File: src/l2_macros.svh
`ifndef L2_MACROS_SVH
`define L2_MACROS_SVH

// polarizations, index 0 is hpol and index 1 is vpol
`define L2_NPOL 2
// surf sectors per polarization
`define L2_NSECT 12
// regions per sector, also the nibble width
`define L2_NREGION 4
// turfio links
`define L2_NTIO 4
`define L2_META_W 64
`define L2_TRIG_W 8
// used slots on each link
`define L2_NSLOT 6

// trigger word bit positions
`define L2_AUX_BIT 7
`define L2_LF_BIT 6

// mask word, bits 24 and 25 are reserved
`define L2_MASK_W 28
`define L2_LF_MASK0 26
`define L2_LF_MASK1 27

// ce samples from input capture to the registered level-two trigger
`define L2_RF_DEPTH 3
`define L2_META_DEPTH 4

`endif

File: src/l2_pkg.sv
`include "l2_macros.svh"

package l2_pkg;

    localparam int unsigned L2_HPOL = 0;
    localparam int unsigned L2_VPOL = 1;

    // one bit per region across all sectors of a polarization
    localparam int unsigned L2_SECT_BITS = `L2_NSECT * `L2_NREGION;

    // hpol uses links 0 and 1, vpol uses links 3 and 2
    function automatic int unsigned sector_tio(input int unsigned pol,
                                               input int unsigned sector);
        int unsigned left_half;
        left_half = (sector < `L2_NSLOT) ? 1 : 0;
        if (pol == L2_HPOL) begin
            return (left_half != 0) ? 0 : 1;
        end
        return (left_half != 0) ? 3 : 2;
    endfunction

    // left sectors run backwards through the slots
    function automatic int unsigned sector_slot(input int unsigned sector);
        if (sector < `L2_NSLOT) begin
            return `L2_NSLOT - 1 - sector;
        end
        return sector - `L2_NSLOT;
    endfunction

endpackage

File: src/tio_pkg.sv
`include "l2_macros.svh"

package tio_pkg;

    // each slot carries a low and a high nibble
    localparam int unsigned TIO_NIBBLES = 2;
    localparam int unsigned TIO_SLOTS = `L2_META_W / (TIO_NIBBLES * `L2_NREGION);

    // nibble index inside a slot
    localparam int unsigned TIO_LOW_NIB = 0;
    localparam int unsigned TIO_HIGH_NIB = 1;

    // one metadata word from a link
    // raw travels through the delay line, slot feeds the sector map
    typedef union packed {
        logic [`L2_META_W-1:0] raw;
        logic [TIO_SLOTS-1:0][TIO_NIBBLES-1:0][`L2_NREGION-1:0] slot;
    } tio_meta_u;

endpackage
File: src/l2_coincidence.sv
`timescale 1ns/1ps

`include "l2_macros.svh"

module l2_coincidence (
    input  logic                                            clk_i,
    input  logic                                            rst_i,
    input  logic                                            ce_i,
    input  logic                                            logictype_i,
    input  logic [`L2_NPOL-1:0][l2_pkg::L2_SECT_BITS-1:0]   low_str_i,
    input  logic [`L2_NPOL-1:0][l2_pkg::L2_SECT_BITS-1:0]   high_str_i,
    output logic [`L2_NPOL-1:0][l2_pkg::L2_SECT_BITS-1:0]   coinc_o
);
    import l2_pkg::*;

    logic [`L2_NPOL-1:0][L2_SECT_BITS-1:0] high_rot;
    logic [`L2_NPOL-1:0][L2_SECT_BITS-1:0] pair;

    always_comb begin
        for (int p = 0; p < `L2_NPOL; p++) begin
            // sector s lines up with the high half of sector s+1, 11 wraps to 0
            high_rot[p] = {high_str_i[p][`L2_NREGION-1:0],
                           high_str_i[p][L2_SECT_BITS-1:`L2_NREGION]};
            // 0 selects and, 1 selects or
            if (logictype_i) begin
                pair[p] = low_str_i[p] | high_rot[p];
            end else begin
                pair[p] = low_str_i[p] & high_rot[p];
            end
        end
    end

    always_ff @(posedge clk_i) begin
        if (rst_i) begin
            coinc_o <= '0;
        end else if (ce_i) begin
            coinc_o <= pair;
        end
    end

endmodule

File: src/l2_meta_delay.sv
`timescale 1ns/1ps

`include "l2_macros.svh"

module l2_meta_delay (
    input  logic                                clk_i,
    input  logic                                rst_i,
    input  logic                                ce_i,
    input  tio_pkg::tio_meta_u [`L2_NTIO-1:0]   meta_i,
    output logic [`L2_NTIO-1:0][`L2_META_W-1:0] meta_o
);
    logic [`L2_META_DEPTH-1:0][`L2_NTIO-1:0][`L2_META_W-1:0] stage;

    always_ff @(posedge clk_i) begin
        if (rst_i) begin
            stage <= '0;
        end else if (ce_i) begin
            for (int t = 0; t < `L2_NTIO; t++) begin
                stage[0][t] <= meta_i[t].raw;
            end
            for (int d = 1; d < `L2_META_DEPTH; d++) begin
                stage[d] <= stage[d-1];
            end
        end
    end

    // last stage leaves together with the master trigger
    assign meta_o = stage[`L2_META_DEPTH-1];

endmodule

File: src/l2_sector_stretch.sv
`timescale 1ns/1ps

`include "l2_macros.svh"

module l2_sector_stretch (
    input  logic                                            clk_i,
    input  logic                                            rst_i,
    input  logic                                            ce_i,
    input  tio_pkg::tio_meta_u [`L2_NTIO-1:0]               meta_i,
    output logic [`L2_NPOL-1:0][l2_pkg::L2_SECT_BITS-1:0]   low_str_o,
    output logic [`L2_NPOL-1:0][l2_pkg::L2_SECT_BITS-1:0]   high_str_o
);
    import tio_pkg::*;
    import l2_pkg::*;

    // metadata nibbles in sector order
    logic [`L2_NPOL-1:0][L2_SECT_BITS-1:0] low_in;
    logic [`L2_NPOL-1:0][L2_SECT_BITS-1:0] high_in;

    // current and previous ce samples
    logic [`L2_NPOL-1:0][L2_SECT_BITS-1:0] low_cur;
    logic [`L2_NPOL-1:0][L2_SECT_BITS-1:0] low_prev;
    logic [`L2_NPOL-1:0][L2_SECT_BITS-1:0] high_cur;
    logic [`L2_NPOL-1:0][L2_SECT_BITS-1:0] high_prev;

    always_comb begin
        for (int p = 0; p < `L2_NPOL; p++) begin
            for (int s = 0; s < `L2_NSECT; s++) begin
                low_in[p][`L2_NREGION*s +: `L2_NREGION] =
                    meta_i[sector_tio(p, s)].slot[sector_slot(s)][TIO_LOW_NIB];
                high_in[p][`L2_NREGION*s +: `L2_NREGION] =
                    meta_i[sector_tio(p, s)].slot[sector_slot(s)][TIO_HIGH_NIB];
            end
        end
    end

    always_ff @(posedge clk_i) begin
        if (rst_i) begin
            low_cur <= '0;
            low_prev <= '0;
            high_cur <= '0;
            high_prev <= '0;
        end else if (ce_i) begin
            low_cur <= low_in;
            low_prev <= low_cur;
            high_cur <= high_in;
            high_prev <= high_cur;
        end
    end

    // a nibble stays visible for two ce samples
    assign low_str_o = low_cur | low_prev;
    assign high_str_o = high_cur | high_prev;

endmodule

File: src/l2_sector_trigger.sv
`timescale 1ns/1ps

`include "l2_macros.svh"

module l2_sector_trigger (
    input  logic                                            clk_i,
    input  logic                                            rst_i,
    input  logic                                            ce_i,
    input  logic                                            rf_en_i,
    input  logic [`L2_NPOL-1:0][l2_pkg::L2_SECT_BITS-1:0]   coinc_i,
    input  logic [`L2_NPOL*`L2_NSECT-1:0]                   mask_i,
    output logic [`L2_NPOL-1:0]                             l2_trig_o,
    output logic [`L2_NPOL*`L2_NSECT-1:0]                   leveltwo_o
);
    localparam int unsigned NSECT_ALL = `L2_NPOL * `L2_NSECT;

    // any region of a sector, mask not applied
    logic [NSECT_ALL-1:0] sect_any;
    logic [NSECT_ALL-1:0] sect_live;
    logic [`L2_NPOL-1:0]  pol_trig;

    // registered hits and the hits one ce sample before
    logic [NSECT_ALL-1:0] hit;
    logic [NSECT_ALL-1:0] hit_d;

    always_comb begin
        for (int p = 0; p < `L2_NPOL; p++) begin
            for (int s = 0; s < `L2_NSECT; s++) begin
                sect_any[`L2_NSECT*p + s] = |coinc_i[p][`L2_NREGION*s +: `L2_NREGION];
            end
        end
    end

    // a set mask bit removes the sector from the trigger only
    assign sect_live = sect_any & ~mask_i;

    always_comb begin
        for (int p = 0; p < `L2_NPOL; p++) begin
            pol_trig[p] = rf_en_i && (|sect_live[`L2_NSECT*p +: `L2_NSECT]);
        end
    end

    always_ff @(posedge clk_i) begin
        if (rst_i) begin
            l2_trig_o <= '0;
            hit <= '0;
            hit_d <= '0;
            leveltwo_o <= '0;
        end else if (ce_i) begin
            l2_trig_o <= pol_trig;
            hit <= sect_any;
            hit_d <= hit;
            // scaler pulse on a rising sector hit
            leveltwo_o <= hit & ~hit_d;
        end
    end

endmodule

File: src/l2_trigger_merge.sv
`timescale 1ns/1ps

`include "l2_macros.svh"

module l2_trigger_merge (
    input  logic                                clk_i,
    input  logic                                rst_i,
    input  logic                                ce_i,
    input  logic                                rf_en_i,
    input  logic                                holdoff_i,
    input  logic                                dead_i,
    input  logic [`L2_NTIO-1:0][`L2_TRIG_W-1:0] trig_i,
    input  logic [1:0]                          lf_mask_i,
    input  logic [`L2_NPOL-1:0]                 l2_trig_i,
    output logic                                trig_o
);
    // ce samples between capture and the level-two trigger register
    localparam int unsigned ALIGN = `L2_RF_DEPTH - 1;

    logic [`L2_NTIO-1:0] aux_bits;
    logic                aux_cap;
    logic [1:0]          lf_cap;
    logic [ALIGN-1:0]    aux_sh;
    logic [ALIGN-1:0][1:0] lf_sh;
    logic                any_trig;

    always_comb begin
        for (int t = 0; t < `L2_NTIO; t++) begin
            aux_bits[t] = trig_i[t][`L2_AUX_BIT];
        end
    end

    always_ff @(posedge clk_i) begin
        if (rst_i) begin
            aux_cap <= 1'b0;
            lf_cap <= '0;
            aux_sh <= '0;
            lf_sh <= '0;
        end else if (ce_i) begin
            aux_cap <= |aux_bits;
            // left lf from links 0 and 2, right lf from links 1 and 3
            lf_cap[0] <= (trig_i[0][`L2_LF_BIT] || trig_i[2][`L2_LF_BIT]) &&
                         rf_en_i && !lf_mask_i[0];
            lf_cap[1] <= (trig_i[1][`L2_LF_BIT] || trig_i[3][`L2_LF_BIT]) &&
                         rf_en_i && !lf_mask_i[1];
            aux_sh[0] <= aux_cap;
            lf_sh[0] <= lf_cap;
            for (int i = 1; i < ALIGN; i++) begin
                aux_sh[i] <= aux_sh[i-1];
                lf_sh[i] <= lf_sh[i-1];
            end
        end
    end

    assign any_trig = aux_sh[ALIGN-1] || (|lf_sh[ALIGN-1]) || (|l2_trig_i);

    // runs on every clock so the pulse lasts one clock
    always_ff @(posedge clk_i) begin
        if (rst_i) begin
            trig_o <= 1'b0;
        end else begin
            trig_o <= ce_i && !holdoff_i && !dead_i && any_trig;
        end
    end

endmodule

File: src/pueo_leveltwo.sv
`timescale 1ns/1ps

`include "l2_macros.svh"

module pueo_leveltwo (
    input  logic                        clk_i,
    input  logic                        rst_i,
    input  logic                        ce_i,
    input  logic                        logictype_i,
    input  logic                        rf_en_i,
    input  logic                        holdoff_i,
    input  logic                        dead_i,
    input  logic [`L2_TRIG_W-1:0]       tio0_trig_i,
    input  logic [`L2_TRIG_W-1:0]       tio1_trig_i,
    input  logic [`L2_TRIG_W-1:0]       tio2_trig_i,
    input  logic [`L2_TRIG_W-1:0]       tio3_trig_i,
    input  logic [`L2_META_W-1:0]       tio0_meta_i,
    input  logic [`L2_META_W-1:0]       tio1_meta_i,
    input  logic [`L2_META_W-1:0]       tio2_meta_i,
    input  logic [`L2_META_W-1:0]       tio3_meta_i,
    input  logic [`L2_MASK_W-1:0]       mask_i,
    output logic [`L2_META_W-1:0]       tio0_meta_o,
    output logic [`L2_META_W-1:0]       tio1_meta_o,
    output logic [`L2_META_W-1:0]       tio2_meta_o,
    output logic [`L2_META_W-1:0]       tio3_meta_o,
    output logic [`L2_NPOL*`L2_NSECT-1:0] leveltwo_o,
    output logic                        trig_o
);
    import tio_pkg::*;
    import l2_pkg::*;

    tio_meta_u [`L2_NTIO-1:0]                meta_in;
    logic [`L2_NTIO-1:0][`L2_TRIG_W-1:0]     trig_in;
    logic [`L2_NTIO-1:0][`L2_META_W-1:0]     meta_out;
    logic [`L2_NPOL-1:0][L2_SECT_BITS-1:0]   low_str;
    logic [`L2_NPOL-1:0][L2_SECT_BITS-1:0]   high_str;
    logic [`L2_NPOL-1:0][L2_SECT_BITS-1:0]   coinc;
    logic [`L2_NPOL-1:0]                     l2_trig;

    assign meta_in[0].raw = tio0_meta_i;
    assign meta_in[1].raw = tio1_meta_i;
    assign meta_in[2].raw = tio2_meta_i;
    assign meta_in[3].raw = tio3_meta_i;
    assign trig_in = {tio3_trig_i, tio2_trig_i, tio1_trig_i, tio0_trig_i};

    l2_sector_stretch u_stretch (
        .clk_i(clk_i), .rst_i(rst_i), .ce_i(ce_i), .meta_i(meta_in),
        .low_str_o(low_str), .high_str_o(high_str)
    );

    l2_coincidence u_coinc (
        .clk_i(clk_i), .rst_i(rst_i), .ce_i(ce_i), .logictype_i(logictype_i),
        .low_str_i(low_str), .high_str_i(high_str), .coinc_o(coinc)
    );

    // low 24 mask bits are the sector masks
    l2_sector_trigger u_sector (
        .clk_i(clk_i), .rst_i(rst_i), .ce_i(ce_i), .rf_en_i(rf_en_i),
        .coinc_i(coinc), .mask_i(mask_i[`L2_NPOL*`L2_NSECT-1:0]),
        .l2_trig_o(l2_trig), .leveltwo_o(leveltwo_o)
    );

    l2_trigger_merge u_merge (
        .clk_i(clk_i), .rst_i(rst_i), .ce_i(ce_i), .rf_en_i(rf_en_i),
        .holdoff_i(holdoff_i), .dead_i(dead_i), .trig_i(trig_in),
        .lf_mask_i({mask_i[`L2_LF_MASK1], mask_i[`L2_LF_MASK0]}),
        .l2_trig_i(l2_trig), .trig_o(trig_o)
    );

    l2_meta_delay u_meta (
        .clk_i(clk_i), .rst_i(rst_i), .ce_i(ce_i), .meta_i(meta_in), .meta_o(meta_out)
    );

    assign tio0_meta_o = meta_out[0];
    assign tio1_meta_o = meta_out[1];
    assign tio2_meta_o = meta_out[2];
    assign tio3_meta_o = meta_out[3];

endmodule

File: config.mk
export PLATFORM = sky130hd
export DESIGN_NAME = pueo_leveltwo
export DESIGN_NICKNAME = d
export VERILOG_FILES = /design/src/l2_pkg.sv /design/src/tio_pkg.sv /design/src/l2_coincidence.sv /design/src/l2_meta_delay.sv /design/src/l2_sector_stretch.sv /design/src/l2_sector_trigger.sv /design/src/l2_trigger_merge.sv /design/src/pueo_leveltwo.sv
export VERILOG_INCLUDE_DIRS = /design/src /design/src/src
export SDC_FILE = /design/constraint.sdc
export NUM_CORES = 2
export LEC_CHECK = 0
export BUFFER_PORTS_ARGS = -buffer_cell sky130_fd_sc_hd__buf_2
export CAP_MARGIN = 30
export CORE_ASPECT_RATIO = 0.7
export CORE_UTILIZATION = 50
export DETAILED_ROUTE_END_ITERATION = 16
export PLACE_DENSITY = 0.8
export REMOVE_ABC_BUFFERS = 1
export SETUP_SLACK_MARGIN = 0.4
export SYNTH_ARGS = -nofsm -noshare
export SYNTH_HDL_FRONTEND = slang
export SYNTH_HIERARCHICAL = 1
export SYNTH_SLANG_ARGS = --single-unit
File: constraint.sdc
create_clock -name clk_i -period 1.1 [get_ports clk_i]
set_input_delay 0.22 -clock clk_i [delete_from_list [all_inputs] [get_ports clk_i]]
set_output_delay 0.22 -clock clk_i [all_outputs]
set_load 0.01 [all_outputs]
After elaboration in Yosys (flattened, before gate mapping)
Index checks and enable logic that the tools add are counted.
{"block": "classes", "n_reduce_logical": 46, "n_mux": 2, "bitwise_logic": 10}
{"cell": "96-bit bitwise OR", "count": 2}
{"cell": "4-bit OR reduction", "count": 25}
{"cell": "48-bit bitwise AND", "count": 2}
{"cell": "48-bit 2-to-1 mux", "count": 2}
{"cell": "48-bit bitwise OR", "count": 2}
{"cell": "24-bit bitwise AND", "count": 2}
{"cell": "24-bit NOT", "count": 2}
{"cell": "12-bit OR reduction", "count": 2}
{"cell": "1-bit logical AND", "count": 9}
{"cell": "1-bit logical NOT", "count": 4}
{"cell": "1-bit logical OR", "count": 4}
{"cell": "2-bit OR reduction", "count": 2}
{"block": "totals", "register_bits": 1588, "inputBits": 323, "word_cells": 94, "output_inout_bits": 281}

Longest topological paths before layout
{"block": "depth", "ltp_word": 4, "depth_mapped": 6, "ltp_nobuf": 4}

Cells and area by module
Netlist, hierarchy kept.
{"module": "l2_meta_delay", "n_inst": 1, "cells_each": 3556, "area_each_um2": 37923.9, "seq_area_each_um2": 20499.7}
{"module": "l2_sector_stretch", "n_inst": 1, "cells_each": 1430, "area_each_um2": 15172.1, "seq_area_each_um2": 7687.4}
{"module": "l2_coincidence", "n_inst": 1, "cells_each": 533, "area_each_um2": 4774.6, "seq_area_each_um2": 1921.8}
{"module": "l2_sector_trigger", "n_inst": 1, "cells_each": 311, "area_each_um2": 2942.8, "seq_area_each_um2": 1481.4}
{"module": "l2_trigger_merge", "n_inst": 1, "cells_each": 39, "area_each_um2": 387.9, "seq_area_each_um2": 200.2}

Worst setup path after synthesis
Ideal clock, no wire load.
{"block": "synth_path", "path_type": "input -> register", "from": "in ce_i", "to": "reg u_meta/stage[367] (netlist name)", "setup_time_ps": 128, "slack_ps": -114, "stages": 6, "path_buffers": 4, "t_arrival_ps": 1086, "required_time_ps": 972, "path_cell_list": "buf_2 buf_4 buf_6 buf_4 mux2i_1 nor2_1"}
{"item": "start, declared", "line_no": "pueo_leveltwo.sv:8", "source": "input logic ce_i,"}
{"item": "end signal, assigned by index", "line_no": "l2_meta_delay.sv:19", "source": "stage[0][t] <= meta_i[t].raw;"}
{"item": "end signal, assigned by index", "line_no": "l2_meta_delay.sv:22", "source": "stage[d] <= stage[d-1];"}
{"item": "end, declared", "line_no": "l2_meta_delay.sv:12", "source": "logic [`L2_META_DEPTH-1:0][`L2_NTIO-1:0][`L2_META_W-1:0] stage;"}

Worst setup path after layout
{"block": "layout_path", "from": "reg u_coinc/coinc_o[62] (netlist name)", "to": "reg u_sector.l2_trig_o[1]"}
{"block": "layout_between", "elab_chain_len": 4}
{"item": "start, declared", "line_no": "l2_coincidence.sv:12", "source": "output logic [`L2_NPOL-1:0][l2_pkg::L2_SECT_BITS-1:0] coinc_o"}
{"item": "start signal, assigned", "line_no": "l2_coincidence.sv:37", "source": "coinc_o <= pair;"}
{"item": "4-bit OR reduction", "line_no": "l2_sector_trigger.sv:29", "source": "sect_any[`L2_NSECT*p + s] = |coinc_i[p][`L2_NREGION*s +: `L2_NREGION];"}
{"item": "24-bit bitwise AND", "line_no": "l2_sector_trigger.sv:35", "source": "assign sect_live = sect_any & ~mask_i;"}
{"item": "12-bit OR reduction", "line_no": "l2_sector_trigger.sv:39", "source": "pol_trig[p] = rf_en_i && (|sect_live[`L2_NSECT*p +: `L2_NSECT]);"}
{"item": "1-bit logical AND", "line_no": "l2_sector_trigger.sv:39"}
{"item": "end signal, assigned", "line_no": "l2_sector_trigger.sv:50", "source": "l2_trig_o <= pol_trig;"}
{"item": "end, declared", "line_no": "l2_sector_trigger.sv:12", "source": "output logic [`L2_NPOL-1:0] l2_trig_o,"}
Every way passes these cells.
A chain may end at the register's enable or synchronous reset.

==> out/results.txt <==
For the number of H-tree levels, the log shows 4. The tools report the worst clock skew on the final layout as 0.02534 ns. The first global-routing pass estimated 234,400 microns of wire.

The worst setup path is launched from a flip-flop. The part of the total power dissipated in the clock network is 41.5%. The checks that failed: negative hold slack, negative setup slack. Yosys mapped the design onto 32 distinct sky130hd cell types. OpenSTA, run right after detailed placement, puts the worst setup slack at -1.091 ns. Entering global routing, the biggest net connects 87 pins.

After clock tree synthesis, the clock-pin slew on the worst setup and hold paths is 0.07 ns. The worst-case hold slack is -0.3083 ns. After routing the design area is 77,510 sq um. The pre-antenna-repair detailed-routing pass consisted of 5 iterations. At the end of routability-driven placement, the weighted congestion stood at 0.7992.

The cell count after synthesis came out at 5,869. The run gives 10.1% as the combinational group share of total power. STA classifies the critical path endpoint as a flip-flop. The detail route stage leaves a number of antenna-violating nets equal to 0.

The simple-gate area share of the yosys netlist was 13.10%; the die boundary width was 420.2 microns. By area the synthesized netlist is led by sky130_fd_sc_hd__dfxtp_1 (52%), sky130_fd_sc_hd__mux2i_1 (24%), sky130_fd_sc_hd__nor2_1 (9.6%). For the data required time of the worst path, the log shows 1.75 ns. The largest vdd supply drop was 1.442 mV.

Boundary pin count: 604. The initial utilization of the core area, before any placement, comes to 50.82%. TritonCTS built the clock tree.

For this design, the sink count on the clock tree is 1,588. The detailed router placed 44.09k vias in this run. The per-instance average area after synthesis came out at 10.43 sq um. The critical path in this run is classified as reg2reg. After filler insertion, the fill cell instance count of the layout stands at 8,366.

The y dimension of the die is 294.7 microns. The layer flagged by global routing as most heavily used is met2. For the final setup violation count, the log shows 286. Clock tree synthesis selected as its root buffer the cell sky130_fd_sc_hd__clkbuf_16. The tools report the met3 usage as 4.944%. Setup repair after global routing could not meet its margin everywhere. The leakage power of the design came out at 35.11 nW.

For this run the aggregate overflow at the end of global routing stands at 0. The number of flip-flops and latches in the synthesized netlist was 1,588. The number of hold buffers added after CTS was 280. Synthesis-to-layout area growth: 26.65%. Areal power density over the cells: 1633 nW/um^2.

The post-detailed-placement cell area is 65,230 sq um. The proportion of total power due to net switching was 24.25%; the multiplexer area fraction after synthesis was 23.52%. The share of post-route cells with drive strength above 1 works out to 31.44%.

For this run, the register share of the synthesized area comes to 51.94%. The maximum root-to-sink buffer count is 3, and the critical path data arrival time is 2.34 ns. The insertion delay of the later-clocked pin in the worst-skew pair was 0.80 ns. The top cell type by total area after synthesis is sky130_fd_sc_hd__dfxtp_1.

Main combinational cell family by area after synthesis: multiplexers. Summing the areas of all compound-gate instances in the mapped netlist gives 3.704% of the synthesized area. The run gives 0 as the number of max-slew violations in the final report. Once layout is complete, the cells apart from fillers number 8,464. The worst path uses 153.2% of the clock period. The synthesized netlist devotes 0% of its cell area to adder and majority cells. The run finished, with violations left. For this run, global-route usage on met2 was measured as 41.29%. The slew at the pin with the worst max-slew slack was 0.4582 ns; the floorplan die area was 123,800 sq um. Dividing the detail-routed wire length by the instance count gives 18.35 microns.

During synthesis, Yosys emitted a total of 6 warnings. The logs give 19 for the number of antenna violations at the first check in global routing and 155,400 microns for the total routed wirelength. The shortest clock period the worst path allows after layout is 1.685 ns.

Summed over all nets, the half-perimeter wirelength after detailed placement is 88,930 microns. The run gives 147 as the total CTS buffers. The xor/xnor share of the synthesized area is 0%. The number of endpoints with negative hold slack in the final report is 5, and the total routing usage reported by global routing is 23.44%. The tools report the global routing usage on met1 as 26.89%.

The number of vias per cell came out at 5.209. The number of buffer cells added on primary ports was 577. The logs give 61,200 sq um for the post-synthesis instance area and 593.3 MHz for the maximum achievable frequency. The analysis attributes to net switching a power of 30.69 mW. Proportion of netlist area held by the largest area contributor: 51.94%.

The final net count was 7,034; the final core utilization was 64.36%. The tightest min-delay check is of the in2reg type. In this run the worst path has a maximum fanout of 2.

The logs give 44.68k for the via count of the first global-routing pass and 0 for the number of DRC violations after detailed routing. Row generation in the floorplan step produced 106 rows. In this run the tightest slew margin relative to its limit is 69.46%.

The proportion of power drawn by flip-flops and latches was 48.4%; the final worst setup slack was -0.5854 ns. The tools report the number of placed instances with taps included as 7,757. The detailed router finished its first iteration with 2,577 violations. The number of max-cap violations came out at 0.

The core region is 120,400 sq um. Total internal power: 95.88 mW.
==> registers in the layout (all words and copies together), names as in the netlist, 2 cells and up <==
name / count
u_coinc/coinc_o: 96
u_sector/hit: 24
u_sector/l2_trig_o: 2
u_stretch/low_prev: 96
u_merge/lf_sh: 4
u_stretch/high_prev: 96
u_meta/meta_o: 256
u_meta/stage: 768
u_merge/aux_sh: 2
u_stretch/high_cur: 96
u_merge/lf_cap: 2
u_sector/leveltwo_o: 24
u_sector/hit_d: 24
u_stretch/low_cur: 96
==> logic make-up after synthesis <==
kind of cell | Yosys count
compound gates | 258
buf+inv | 648
flops | 1588
mux | 1438
simple gates | 1937
==> metrics by stage <==
stage	TNS [ns]	hold slack (ns)	power, mW
floorplan	-0.2024	0.2879	66.52
global placement	-352.15	0.4197	72.26
detailed placement	-375.94	0.4169	72.69
CTS	-115.94	-0.3761	125.8
global route	-115.91	-0.3502	130.9
finish	-101.45	-0.3083	126.6
==> placed cells by master, fill, tap and decap left out, drive strengths merged, types with 10 or more instances in the layout <==
cell | synthesis | layout
dfxtp | 1588 | 1588
nor2 | 1564 | 1564
mux2i | 1438 | 1438
buf | 530 | 1059
dlygate4sd3 | 0 | 280
clkbuf | 117 | 210
or2 | 192 | 192
nand2 | 98 | 98
o21ai | 98 | 98
a311oi | 96 | 96
clkinv | 0 | 30
nor4 | 27 | 27
nand2b | 26 | 26
a21oi | 25 | 25
a211oi | 25 | 25
nand3b | 24 | 24
diode | 0 | 16
inv | 1 | 10
o22ai | 10 | 10
==> cell usage after synthesis, drive strengths merged <==
library cell	number
a211oi	25
a21oi	25
a221oi	2
a311oi	96
buf	530
clkbuf	117
dfxtp	1588
inv	1
mux2i	1438
nand2	98
nand2b	26
nand3b	24
nand4bb	1
nor2	1564
nor3	3
nor4	27
o21ai	98
o22ai	10
o32ai	1
o41ai	1
or2	192
or3b	1
or4b	1
==> what timing repair did <==
item	in CTS	in global routing
gates resized for setup	736	309
setup buffers	70	75
pin swaps	58	152
setup endpoints to repair	423	696
endpoints found under the hold margin	570	12
==> final timing paths <==
path | start | end | slack, ns | cells after the start
setup / recovery | u_coinc/coinc_o[62]$_SDFFE_PP0P_ | u_sector/l2_trig_o[1]$_SDFFE_PP0P_ | -0.59 | 5
hold / removal | dead_i | u_merge/trig_o$_SDFF_PP0_ | -0.31 | 3
setup reg to reg | u_coinc/coinc_o[62]$_SDFFE_PP0P_ | u_sector/l2_trig_o[1]$_SDFFE_PP0P_ | -0.59 | 5
hold reg to reg | u_sector/leveltwo_o[18]$_SDFFE_PP0P_ | u_sector/leveltwo_o[18]$_SDFFE_PP0P_ | 0.48 | 2
==> layout make-up <==
class | instances | area (sq um) | share of cell area [%]
well taps | 1620 | 2027 | 2.615
repair buffers | 1340 | 12380 | 15.97
multi-input cells | 3633 | 25760 | 33.23
inverters | 1 | 3.754 | 0.004843
diodes | 16 | 40.04 | 0.05166
clock buffers | 209 | 4319 | 5.572
clock inverters | 57 | 625.6 | 0.8071
flip-flops and latches | 1588 | 32360 | 41.75
==> metal layers <==
| metal | wire length (microns) | vias up | share of wire [%] |
|---|---|---|---|
| li1 | - | 21110 | - |
| met1 | 62240 | 21370 | 40 |
| met2 | 78790 | 1152 | 51 |
| met3 | 7203 | 450 | 4.6 |
| met4 | 7065 | 8 | 4.5 |
| met5 | 63 | - | 0.041 |
==> worst max-delay path: stages (launching register included) <==
cell and delay (ns):
sky130_fd_sc_hd__dfxtp_2 0.33, sky130_fd_sc_hd__nor4_4 0.35, sky130_fd_sc_hd__buf_4 0.21, sky130_fd_sc_hd__o22ai_4 0.10, sky130_fd_sc_hd__nor4_4 0.41, sky130_fd_sc_hd__a221oi_1 0.13
==> power by group through the flow <==
stage / Clock, mW / Sequential, mW / Combinational, mW
final: 52.6 / 61.3 / 12.7
after global routing: 55.9 / 61.4 / 13.6
after CTS: 52.9 / 61.1 / 11.8
after detailed placement: 0 / 62.2 / 10.5
after global placement: 0 / 62.1 / 10.2
after floorplan: 0 / 61.9 / 4.63
Note: power is estimated with default switching activity, not from simulation.
